==> src/design/cpu_pkg.sv <==
package cpu_pkg;

    // Opcode field, bits 15..11 of every instruction
    typedef enum logic [4:0] {
        op_nop  = 5'b00000,
        op_setc = 5'b00001,
        op_clrc = 5'b00010,
        op_out  = 5'b00011,
        op_in   = 5'b00100,
        op_push = 5'b00101, // Decoded only, halts the core
        op_pop  = 5'b00110, // Decoded only, halts the core
        op_ldd  = 5'b00111, // Two words, second is the address
        op_jmp  = 5'b01000,
        op_jc   = 5'b01001,
        op_jn   = 5'b01010,
        op_jz   = 5'b01011,
        op_std  = 5'b01100, // Two words, second is the address
        op_call = 5'b01101, // Decoded only, halts the core
        op_ret  = 5'b01110, // Decoded only, halts the core
        op_rti  = 5'b01111, // Decoded only, halts the core
        op_inc  = 5'b10000,
        op_dec  = 5'b10001,
        op_mov  = 5'b10010,
        op_add  = 5'b10011,
        op_not  = 5'b10100,
        op_sub  = 5'b10101,
        op_and  = 5'b10110,
        op_or   = 5'b10111,
        op_shl  = 5'b11000,
        op_shr  = 5'b11001,
        op_ldm  = 5'b11010  // Two words, second is the immediate
    } opcode_e;

    // Declared MSB first, so branch lands on bit 0 and setc on bit 29
    typedef struct packed {
        logic illegal; // Bit 30, opcode outside the table
        logic setc;
        logic clrc;
        logic not_op;
        logic inc;
        logic dec;
        logic out_op;
        logic in_op;
        logic mov;
        logic add_op;
        logic sub_op;
        logic and_op;
        logic or_op;
        logic shl;
        logic shr;
        logic push;
        logic pop;
        logic ldm;
        logic ldd;
        logic std;
        logic jz;
        logic jn;
        logic jc;
        logic jmp;
        logic call;
        logic ret;
        logic rti;
        logic wb;        // Result goes back to rd
        logic mem_read;
        logic mem_write;
        logic branch;    // Bit 0
    } ctrl_t;

    typedef enum logic [3:0] {
        alu_pass, alu_not, alu_inc, alu_dec, alu_add,
        alu_sub, alu_and, alu_or, alu_shl, alu_shr
    } alu_op_e;

    typedef enum logic [2:0] {
        st_fetch, st_decode, st_fetch_imm, st_execute, st_mem, st_writeback, st_halt
    } state_e;

    typedef struct packed {
        logic [15:0] addr;  // Word address
        logic [15:0] wdata;
        logic        we;
        logic        valid; // Request present this cycle
    } wb_req_t;

    typedef struct packed {
        logic z;
        logic n;
        logic c;
    } flags_t;

endpackage

==> src/design/alu.sv <==
`timescale 1ns/1ps

module alu import cpu_pkg::*; (
    input  alu_op_e     op,
    input  logic [15:0] a,     // Source register rs, or rd for jumps
    input  logic [15:0] b,     // Second source rt
    input  logic        c_in,  // Current carry flag
    output logic [15:0] y,
    output flags_t      flags
);

    logic [16:0] sum;   // Extra bit holds the carry out
    logic        c_out;

    always_comb begin
        sum   = 17'd0;
        y     = a;
        c_out = c_in; // Logic ops leave carry alone
        case (op)
            alu_pass: y = a;
            alu_not:  y = ~a;
            alu_inc: begin
                sum   = {1'b0, a} + 17'd1;
                y     = sum[15:0];
                c_out = sum[16];
            end
            alu_dec: begin
                y     = a - 16'd1;
                c_out = (a == 16'd0); // Borrow only when wrapping from zero
            end
            alu_add: begin
                sum   = {1'b0, a} + {1'b0, b};
                y     = sum[15:0];
                c_out = sum[16];
            end
            alu_sub: begin
                y     = a - b;
                c_out = (a < b); // Borrow
            end
            alu_and:  y = a & b;
            alu_or:   y = a | b;
            alu_shl: begin
                y     = {a[14:0], 1'b0};
                c_out = a[15]; // Bit shifted out on the left
            end
            alu_shr: begin
                y     = {1'b0, a[15:1]}; // Logical shift
                c_out = a[0];
            end
            default: y = a;
        endcase
    end

    assign flags.z = (y == 16'd0);
    assign flags.n = y[15];
    assign flags.c = c_out;

endmodule

==> src/design/bus_master.sv <==
`timescale 1ns/1ps

module bus_master import cpu_pkg::*; (
    input  logic        clk,
    input  logic        rst,
    input  wb_req_t     req,      // Taken only while idle
    input  logic [15:0] wb_dat_i,
    input  logic        wb_ack,
    output logic        busy,
    output logic        done,     // One cycle, same cycle as ack
    output logic [15:0] rdata,
    output logic        wb_cyc,
    output logic        wb_stb,
    output logic        wb_we,
    output logic [15:0] wb_adr,
    output logic [15:0] wb_dat_o
);

    logic [15:0] rdata_q; // Last word read

    // Cycle control
    always_ff @(posedge clk) begin
        if (rst) begin
            wb_cyc <= 1'b0;
            wb_stb <= 1'b0;
            wb_we  <= 1'b0;
        end else if (!wb_cyc) begin
            if (req.valid) begin
                wb_cyc <= 1'b1; // cyc and stb rise together
                wb_stb <= 1'b1;
                wb_we  <= req.we;
            end
        end else if (wb_ack) begin
            wb_cyc <= 1'b0; // Dropped the cycle after ack
            wb_stb <= 1'b0;
            wb_we  <= 1'b0;
        end
    end

    // Address and data held stable for the whole transfer
    always_ff @(posedge clk) begin
        if (!wb_cyc && req.valid) begin
            wb_adr   <= req.addr;
            wb_dat_o <= req.wdata;
        end
        if (wb_cyc && wb_ack) begin
            rdata_q <= wb_dat_i;
        end
    end

    assign busy  = wb_cyc;
    assign done  = wb_cyc & wb_ack;
    assign rdata = done ? wb_dat_i : rdata_q; // Sequencer latches on done

endmodule

==> src/design/control_unit.sv <==
`timescale 1ns/1ps

module control_unit import cpu_pkg::*; (
    input  opcode_e opcode, // Top five bits of the instruction
    output ctrl_t   ctrl
);

    logic [29:0] pattern; // Same bit order as the decoder table

    // Group boundaries     28|  24|  20|  16|  12|   8|   4|   0|
    always_comb begin
        pattern = 30'b00_0000_0000_0000_0000_0000_0000_0000;
        ctrl    = '0;
        case (opcode)
            op_nop:  pattern = 30'b00_0000_0000_0000_0000_0000_0000_0000;
            op_rti:  pattern = 30'b00_0000_0000_0000_0000_0000_0001_0000; // rti
            op_ret:  pattern = 30'b00_0000_0000_0000_0000_0000_0010_0000; // ret
            op_call: pattern = 30'b00_0000_0000_0000_0000_0000_0100_0000; // call
            op_jmp:  pattern = 30'b00_0000_0000_0000_0000_0000_1000_0001; // jmp, branch
            op_jc:   pattern = 30'b00_0000_0000_0000_0000_0001_0000_0001; // jc, branch
            op_jn:   pattern = 30'b00_0000_0000_0000_0000_0010_0000_0001; // jn, branch
            op_jz:   pattern = 30'b00_0000_0000_0000_0000_0100_0000_0001; // jz, branch
            op_std:  pattern = 30'b00_0000_0000_0000_0000_1000_0000_0010; // std, mem_write
            op_ldd:  pattern = 30'b00_0000_0000_0000_0001_0000_0000_1100; // ldd, mem_read, wb
            op_ldm:  pattern = 30'b00_0000_0000_0000_0010_0000_0000_1000; // ldm, wb
            op_pop:  pattern = 30'b00_0000_0000_0000_0100_0000_0000_1100; // pop, mem_read, wb
            op_push: pattern = 30'b00_0000_0000_0000_1000_0000_0000_0010; // push, mem_write
            op_shr:  pattern = 30'b00_0000_0000_0001_0000_0000_0000_1000; // shr, wb
            op_shl:  pattern = 30'b00_0000_0000_0010_0000_0000_0000_1000; // shl, wb
            op_or:   pattern = 30'b00_0000_0000_0100_0000_0000_0000_1000; // or, wb
            op_and:  pattern = 30'b00_0000_0000_1000_0000_0000_0000_1000; // and, wb
            op_sub:  pattern = 30'b00_0000_0001_0000_0000_0000_0000_1000; // sub, wb
            op_add:  pattern = 30'b00_0000_0010_0000_0000_0000_0000_1000; // add, wb
            op_mov:  pattern = 30'b00_0000_0100_0000_0000_0000_0000_1000; // mov, wb
            op_in:   pattern = 30'b00_0000_1000_0000_0000_0000_0000_1000; // in, wb
            op_out:  pattern = 30'b00_0001_0000_0000_0000_0000_0000_0000; // out
            op_dec:  pattern = 30'b00_0010_0000_0000_0000_0000_0000_1000; // dec, wb
            op_inc:  pattern = 30'b00_0100_0000_0000_0000_0000_0000_1000; // inc, wb
            op_not:  pattern = 30'b00_1000_0000_0000_0000_0000_0000_1000; // not, wb
            op_clrc: pattern = 30'b01_0000_0000_0000_0000_0000_0000_0000; // clrc
            op_setc: pattern = 30'b10_0000_0000_0000_0000_0000_0000_0000; // setc
            default: begin
                // Unused encodings 11011..11111
                pattern = 30'b00_0000_0000_0000_0000_0000_0000_0000;
            end
        endcase
        ctrl = ctrl_t'({1'b0, pattern});
        if (opcode inside {5'b11011, 5'b11100, 5'b11101, 5'b11110, 5'b11111}) begin
            ctrl.illegal = 1'b1; // Only flag set for an undefined opcode
        end
    end

endmodule

==> src/design/core_fsm.sv <==
`timescale 1ns/1ps

module core_fsm import cpu_pkg::*; (
    input  logic        clk,
    input  logic        rst,
    input  ctrl_t       ctrl,
    input  logic [15:0] alu_y,
    input  flags_t      alu_flags,
    input  logic [15:0] qa,
    input  logic [15:0] qb,
    input  logic [15:0] pc,
    input  logic        bus_busy,
    input  logic        bus_done,
    input  logic [15:0] bus_rdata,
    input  logic [15:0] in_port,
    output opcode_e     opcode,
    output logic [2:0]  ra,
    output logic [2:0]  rb,
    output logic        rf_we,
    output logic [2:0]  rf_wa,
    output logic [15:0] rf_wd,
    output alu_op_e     alu_op,
    output flags_t      flags,
    output logic        pc_inc,
    output logic        pc_load,
    output logic [15:0] pc_target,
    output wb_req_t     bus_req,
    output logic [15:0] out_port,
    output logic        out_valid,
    output logic        halted
);

    state_e      state;
    logic [15:0] ir;       // Instruction register
    logic [15:0] imm;      // Second word of LDM, LDD, STD
    logic [15:0] res;      // Value written back to rd
    logic [2:0]  rd, rs, rt;
    logic        alu_inst; // Instruction that updates all flags
    logic        halt_op;
    logic        taken;

    assign opcode = opcode_e'(ir[15:11]);
    assign rd = ir[10:8];
    assign rs = ir[7:5];
    assign rt = ir[4:2];

    // OUT and jumps read rd, STD stores rd
    assign ra = (ctrl.out_op | ctrl.branch) ? rd : rs;
    assign rb = ctrl.std ? rd : rt;

    assign alu_inst = ctrl.not_op | ctrl.inc | ctrl.dec | ctrl.add_op | ctrl.sub_op |
                      ctrl.and_op | ctrl.or_op | ctrl.shl | ctrl.shr;
    assign halt_op  = ctrl.push | ctrl.pop | ctrl.call | ctrl.ret | ctrl.rti | ctrl.illegal;
    assign taken    = ctrl.jmp | (ctrl.jz & flags.z) | (ctrl.jn & flags.n) |
                      (ctrl.jc & flags.c);

    always_comb begin
        if (ctrl.not_op)      alu_op = alu_not;
        else if (ctrl.inc)    alu_op = alu_inc;
        else if (ctrl.dec)    alu_op = alu_dec;
        else if (ctrl.add_op) alu_op = alu_add;
        else if (ctrl.sub_op) alu_op = alu_sub;
        else if (ctrl.and_op) alu_op = alu_and;
        else if (ctrl.or_op)  alu_op = alu_or;
        else if (ctrl.shl)    alu_op = alu_shl;
        else if (ctrl.shr)    alu_op = alu_shr;
        else                  alu_op = alu_pass; // MOV copies rs through
    end

    // New request only while the master is idle
    always_comb begin
        bus_req = '0;
        case (state)
            st_fetch, st_fetch_imm: begin
                bus_req.addr  = pc;
                bus_req.valid = !bus_busy;
            end
            st_mem: begin
                bus_req.addr  = imm;
                bus_req.wdata = qb;
                bus_req.we    = ctrl.std;
                bus_req.valid = !bus_busy;
            end
            default: bus_req = '0;
        endcase
    end

    assign pc_inc    = bus_done & ((state == st_fetch) | (state == st_fetch_imm));
    assign pc_load   = (state == st_execute) & taken; // PC already points past the jump
    assign pc_target = qa;
    assign rf_we     = (state == st_writeback) & ctrl.wb;
    assign rf_wa     = rd;
    assign rf_wd     = res;
    assign halted    = (state == st_halt);

    always_ff @(posedge clk) begin
        if (rst) begin
            state     <= st_fetch;
            flags     <= '0;
            out_valid <= 1'b0;
        end else begin
            out_valid <= 1'b0;
            case (state)
                st_fetch: if (bus_done) state <= st_decode;
                st_decode: begin
                    if (halt_op)                            state <= st_halt;
                    else if (ctrl.ldm | ctrl.ldd | ctrl.std) state <= st_fetch_imm;
                    else                                    state <= st_execute;
                end
                st_fetch_imm: if (bus_done) state <= st_execute;
                st_execute: begin
                    if (alu_inst)   flags   <= alu_flags;
                    if (ctrl.setc)  flags.c <= 1'b1;
                    if (ctrl.clrc)  flags.c <= 1'b0;
                    out_valid <= ctrl.out_op; // Pulse lines up with out_port
                    state     <= (ctrl.ldd | ctrl.std) ? st_mem : st_writeback;
                end
                st_mem:       if (bus_done) state <= st_writeback;
                st_writeback: state <= st_fetch;
                default:      state <= st_halt; // Sticky until reset
            endcase
        end
    end

    always_ff @(posedge clk) begin
        if (state == st_fetch && bus_done)     ir  <= bus_rdata;
        if (state == st_fetch_imm && bus_done) imm <= bus_rdata;
        if (state == st_execute) begin
            if (ctrl.in_op)      res <= in_port; // Sampled in execute
            else if (ctrl.ldm)   res <= imm;
            else                 res <= alu_y;
            if (ctrl.out_op)     out_port <= qa;
        end
        if (state == st_mem && bus_done) res <= bus_rdata; // LDD load data
    end

endmodule

==> src/design/cpu_top.sv <==
`timescale 1ns/1ps

module cpu_top import cpu_pkg::*; #(
    parameter logic [15:0] reset_vector = 16'h0000
) (
    input  logic        clk,
    input  logic        rst,
    input  logic [15:0] in_port,
    output logic [15:0] out_port,
    output logic        out_valid,
    output logic        halted,
    output logic        wb_cyc,
    output logic        wb_stb,
    output logic        wb_we,
    output logic [15:0] wb_adr,
    output logic [15:0] wb_dat_o,
    input  logic [15:0] wb_dat_i,
    input  logic        wb_ack
);

    opcode_e     opcode;
    ctrl_t       ctrl;
    alu_op_e     alu_op;
    flags_t      flags;      // Registered flags in the sequencer
    flags_t      alu_flags;  // Flags of the current ALU result
    logic [15:0] alu_y;
    logic [2:0]  ra, rb, rf_wa;
    logic [15:0] qa, qb, rf_wd;
    logic        rf_we;
    logic [15:0] pc, pc_target;
    logic        pc_inc, pc_load;
    wb_req_t     bus_req;
    logic        bus_busy, bus_done;
    logic [15:0] bus_rdata;

    control_unit control_unit_i (.opcode(opcode), .ctrl(ctrl));

    alu alu_i (
        .op(alu_op), .a(qa), .b(qb), .c_in(flags.c), .y(alu_y), .flags(alu_flags)
    );

    reg_file reg_file_i (
        .clk(clk), .rst(rst), .ra(ra), .rb(rb), .we(rf_we), .wa(rf_wa), .wd(rf_wd),
        .qa(qa), .qb(qb)
    );

    pc_counter #(.reset_vector(reset_vector)) pc_counter_i (
        .clk(clk), .rst(rst), .inc(pc_inc), .load(pc_load), .target(pc_target), .pc(pc)
    );

    bus_master bus_master_i (
        .clk(clk), .rst(rst), .req(bus_req), .wb_dat_i(wb_dat_i), .wb_ack(wb_ack),
        .busy(bus_busy), .done(bus_done), .rdata(bus_rdata),
        .wb_cyc(wb_cyc), .wb_stb(wb_stb), .wb_we(wb_we), .wb_adr(wb_adr),
        .wb_dat_o(wb_dat_o)
    );

    core_fsm core_fsm_i (
        .clk(clk), .rst(rst), .ctrl(ctrl), .alu_y(alu_y), .alu_flags(alu_flags),
        .qa(qa), .qb(qb), .pc(pc), .bus_busy(bus_busy), .bus_done(bus_done),
        .bus_rdata(bus_rdata), .in_port(in_port), .opcode(opcode), .ra(ra), .rb(rb),
        .rf_we(rf_we), .rf_wa(rf_wa), .rf_wd(rf_wd), .alu_op(alu_op), .flags(flags),
        .pc_inc(pc_inc), .pc_load(pc_load), .pc_target(pc_target), .bus_req(bus_req),
        .out_port(out_port), .out_valid(out_valid), .halted(halted)
    );

endmodule

==> src/design/pc_counter.sv <==
`timescale 1ns/1ps

module pc_counter #(
    parameter logic [15:0] reset_vector = 16'h0000 // First fetch address
) (
    input  logic        clk,
    input  logic        rst,
    input  logic        inc,    // Advance by one word
    input  logic        load,   // Jump taken
    input  logic [15:0] target,
    output logic [15:0] pc
);

    always_ff @(posedge clk) begin
        if (rst) begin
            pc <= reset_vector;
        end else if (load) begin
            pc <= target; // Load wins over inc
        end else if (inc) begin
            pc <= pc + 16'd1; // Wraps at 16 bits
        end
    end

endmodule

==> src/design/reg_file.sv <==
`timescale 1ns/1ps

module reg_file (
    input  logic        clk,
    input  logic        rst,
    input  logic [2:0]  ra,  // Read port A address
    input  logic [2:0]  rb,  // Read port B address
    input  logic        we,
    input  logic [2:0]  wa,
    input  logic [15:0] wd,
    output logic [15:0] qa,
    output logic [15:0] qb
);

    logic [15:0] regs [8]; // R0..R7, no hardwired zero

    always_ff @(posedge clk) begin
        if (rst) begin
            regs <= '{default: 16'd0};
        end else if (we) begin
            regs[wa] <= wd;
        end
    end

    // Asynchronous reads, a write shows up the following cycle
    assign qa = regs[ra];
    assign qb = regs[rb];

endmodule

==> config.mk <==
export PLATFORM = sky130hd
export DESIGN_NAME = cpu_top
export DESIGN_NICKNAME = d
export VERILOG_FILES = /design/src/design/cpu_pkg.sv /design/src/design/alu.sv /design/src/design/bus_master.sv /design/src/design/control_unit.sv /design/src/design/core_fsm.sv /design/src/design/cpu_top.sv /design/src/design/pc_counter.sv /design/src/design/reg_file.sv
export SDC_FILE = /design/constraint.sdc
export NUM_CORES = 1
export LEC_CHECK = 0
export BUFFER_PORTS_ARGS = -buffer_cell sky130_fd_sc_hd__buf_2
export CORE_MARGIN = 1
export CORE_UTILIZATION = 30
export DETAILED_ROUTE_END_ITERATION = 16
export PLACE_DENSITY = 0.45
export SYNTH_ARGS = -nofsm -noshare
export SYNTH_HDL_FRONTEND = slang
export SYNTH_SLANG_ARGS = --single-unit
==> constraint.sdc <==
create_clock -name clk -period 5.6 [get_ports clk]
set_input_delay 1.12 -clock clk [delete_from_list [all_inputs] [get_ports clk]]
set_output_delay 1.12 -clock clk [all_outputs]
set_load 0.1 [all_outputs]
==> results.sh <==
export IMPL_outcome="finished clean"
export IMPL_clock_skew_final_ps=21.5
export IMPL_netlist_top_cells_area="sky130_fd_sc_hd__dfxtp_1 (21%), sky130_fd_sc_hd__edfxtp_1 (19%), sky130_fd_sc_hd__nand2_1 (9.0%)"
export IMPL_route_final_wire_length_mm=71.6
export IMPL_r2r_slack_ps=220
export IMPL_die_area_sq_um=58200
export IMPL_drt_iter0_markers=1766
export IMPL_drc_violations_left=0
export IMPL_placed_cells=2796
export IMPL_critical_path_buf_inv_count=2
export IMPL_reg2reg_depth=17
export IMPL_buffer_ports_inserted=87
export IMPL_row_count=87
export IMPL_multi_input_comb_area_sq_um=9490
export IMPL_tritoncts_num_buffers=38
export IMPL_filler_cell_count=5811
export IMPL_final_seq_area_sq_um=6930
export IMPL_critical_path_cell_chain="buf_4 > nand2_1 > mux2_2 > o32ai_1 > nor2_2 > buf_4 > ha_1 > o311a_1 > o21a_1 > a221oi_1 > o221ai_1 > a211o_1 > a311o_1 > o21ai_0 > o2bb2ai_1 > o211a_1 > o21ai_0"
export IMPL_crit_path_start_kind="register"
export IMPL_dieWidth_um=241
export IMPL_layout_cells_most_common_list="sky130_fd_sc_hd__nand2_1 (410), sky130_fd_sc_hd__a21oi_1 (189), sky130_fd_sc_hd__dfxtp_1 (181)"
export IMPL_antenna_diode_count=0
export IMPL_report_final_slew_viol_count=0
export IMPL_synthesis_area_per_instance_sq_um=8.73
export IMPL_end_of_the_worst_register_to_register_path="core_fsm_i.rf_wd[11]"
export IMPL_cellLeakagePower_nw=7.73
export IMPL_syn_cell_area_sq_um=17200
export IMPL_routed_via_density=5.61
export IMPL_place_gp_congestion=0.956
export IMPL_yosysSeqAreaShare_pct=40.3
export IMPL_cts_hold_buf=0
export IMPL_ys_types=98
export IMPL_cpMaxStageDelayCell="sky130_fd_sc_hd__o32ai_1"
export IMPL_min_delay_start="reg_file_i.regs[40]"
export IMPL_design_final_nets=2174
export IMPL_grt_max_degree=65
export IMPL_core_region_sq_um=56500
export IMPL_synthDominantAreaCellType="sky130_fd_sc_hd__dfxtp_1"
export IMPL_clkSinkCount=291
export IMPL_syn2layout_area_growth_pct=18.4
export IMPL_ys_warn_count=0
export IMPL_setup_violations_final=0
export IMPL_drt_pass1_iterations=6
export IMPL_cts_tree="done"
export IMPL_netlist_instances=1968
export IMPL_worst_max_slew_margin_expressed_relative_to_the_limit_pct=6.35
export IMPL_max_freq_mhz=186
export IMPL_timing_hold_violations_final=0
export IMPL_highest_net_fanout_along_the_worst_path=10
export IMPL_start_util_pct=30.4
export IMPL_wire_length_of_the_first_global_routing_pass_mm=104
export IMPL_routed_wire_length_per_instance_um=25.0
export IMPL_leading_cell_type_in_the_layout_fill_and_taps_excluded="sky130_fd_sc_hd__nand2_1"
export IMPL_synth_seq_cells=291
export IMPL_worstHoldPathType="reg -> reg"
export IMPL_postSynthNetCount=2060
export IMPL_power_density_nw_per_um2=334
export IMPL_grt_antenna_before_repair=1
export IMPL_cts_reportedPaths_clkPinSlew_ps=60
export IMPL_globalRouteTotalUtil_pct=24.4
export IMPL_placement_setup_worst_slack_ps=189
export IMPL_hold_end="reg_file_i.regs[40]"
export IMPL_ys_flop_type="sky130_fd_sc_hd__dfxtp_1"
export IMPL_htreeDepth=2
export IMPL_grt_pass1_vias=15171
export IMPL_global_route_overflow_total=0
export IMPL_detail_route_antenna_nets=0
export IMPL_critical_path_max_stage_delay_ps=700
export IMPL_fin_setup_tns_ps=0
export IMPL_period_needed_ps=5380
export IMPL_final_setup_worst_slack_ps=221
export IMPL_end_kind="register"
export IMPL_clock_path_buffers=3
export IMPL_ws_path_type="reg -> reg"
export IMPL_maxCapViolCount=0
export IMPL_die_height_um=241
export IMPL_timing_final_crit_share_pct=96.1
export IMPL_yosysTopAreaCellShare_pct=21.1
export IMPL_critical_path_required_ps=5900
export IMPL_drive_above_1_share_pct=17.6
export IMPL_cts_root_buf="sky130_fd_sc_hd__clkbuf_16"
export IMPL_cp_data_arrival_time_ps=5680
export IMPL_fraction_of_registers_with_async_set_reset_pct=0
export IMPL_hold_depth=2
export IMPL_vdd_ir_drop_worst_v=0.000244
export IMPL_vias=16079
export IMPL_cp_top_family="compound AO/OA/AOI/OAI gates"
export IMPL_rsz0062_at_grt="false"
export IMPL_clk_latency_ps=560
export IMPL_dp_hpwl_mm=51.2
export IMPL_worst_slew_pin_tran_ps=1400
export IMPL_synth_edff_count=110
export IMPL_finalNonFillerCells=2866
export IMPL_boundaryPins=88
export IMPL_timing_rr_start="core_fsm_i.ir[6]"
==> logic make-up after synthesis <==
group	synth area share, %
AOI/OAI and AO/OA	19.7
DFF	40.3
buffers and inverters	5.03
and+or+nand+nor	21.2
muxes	8.33
adders and majority gates	4.24
xor gates and xnor gates	1.22
==> sequential cells by signal, indices dropped and copies added, names as in the netlist <==
| register | count |
|---|---|
| bus_master_i.rdata_q | 16 |
| core_fsm_i.rf_wd | 16 |
| pc_counter_i.pc | 16 |
| reg_file_i.regs | 128 |
| core_fsm_i.out_valid | 1 |
| core_fsm_i.flags | 3 |
| bus_master_i.wb_dat_o | 16 |
| bus_master_i.wb_stb | 1 |
| control_unit_i.pattern | 27 |
| core_fsm_i.out_port | 16 |
| core_fsm_i.ir | 14 |
| core_fsm_i.imm | 16 |
| bus_master_i.wb_adr | 16 |
| bus_master_i.wb_we | 1 |
| bus_master_i.busy | 1 |
| core_fsm_i.state | 3 |
==> metrics by stage <==
step,hold slack [ps],power [W],util [%],area (sq um)
final,469,0.00678,36.0,20300
after floorplan,442,0.00352,-,17200
after detailed placement,462,0.00417,33.6,19000
after global routing,483,0.00702,36.0,20300
after global placement,457,0.00418,33.6,19000
after CTS,469,0.00679,35.9,20300
==> cell type report <==
class / instances / area share [%]
repair buffers: 212 / 7.10
multi-input cells: 1484 / 46.7
well taps: 756 / 4.65
clock inverters: 18 / 1.26
clock buffers: 50 / 5.15
flip-flops and latches: 291 / 34.1
inverters: 55 / 1.04
==> tightest hold or removal path, stage by stage, from the launching register on <==
cell and delay (ps):
sky130_fd_sc_hd__dfxtp_1 320, sky130_fd_sc_hd__nand2_1 50, sky130_fd_sc_hd__a21oi_1 50
==> cell usage after synthesis, drive strengths merged, types with 10 or more instances <==
cell	n
mux4	34
mux2i	63
and3	46
and2	12
nand3	32
dfxtp	181
nand4	13
nor3	25
or4	13
clkbuf	103
buf	35
o22ai	16
o211ai	14
nand2b	13
nor2	165
inv	53
o21ai	53
a31oi	16
a22oi	10
xnor2	18
ha	55
a21oi	193
a22o	16
a211o	16
a211oi	62
edfxtp	110
nor4	18
nand2	411
or3	10
a21o	13
==> how the worst max path moves through the flow <==
stage,from,end,slack (ps),cells past startpoint
after floorplan,core_fsm_i.ir[8],core_fsm_i.rf_wd[11],40,20
after global placement,control_unit_i.pattern[0],core_fsm_i.rf_wd[11],240,17
after detailed placement,control_unit_i.pattern[0],core_fsm_i.flags[2],190,19
after CTS,control_unit_i.pattern[0],core_fsm_i.flags[2],160,19
after global routing,core_fsm_i.ir[9],core_fsm_i.flags[2],9,20
final,core_fsm_i.ir[6],core_fsm_i.rf_wd[11],220,17
==> layer usage <==
layer,vias up,routed length [um],GRT usage [%]
met3,119,6450,6.37
met4,0,2900,9.84
met2,741,30100,35.5
met1,7851,32100,34.0
met5,-,0,0
li1,7368,-,-
==> where the power goes <==
part           total, W  switching [W]  internal (W)
Sequential      0.00234      0.0000455       0.00229
Clock           0.00260       0.000999       0.00160
Combinational   0.00185        0.00128      0.000570
==> repair_timing <==
action                                  4_1_cts  5_1_grt
hold endpoints to repair                      0        0
buffers inserted                              0        1
endpoints found under the setup margin        0        4
gates resized for setup                       0        9
No activity file was read; power rests on OpenSTA's default activity.
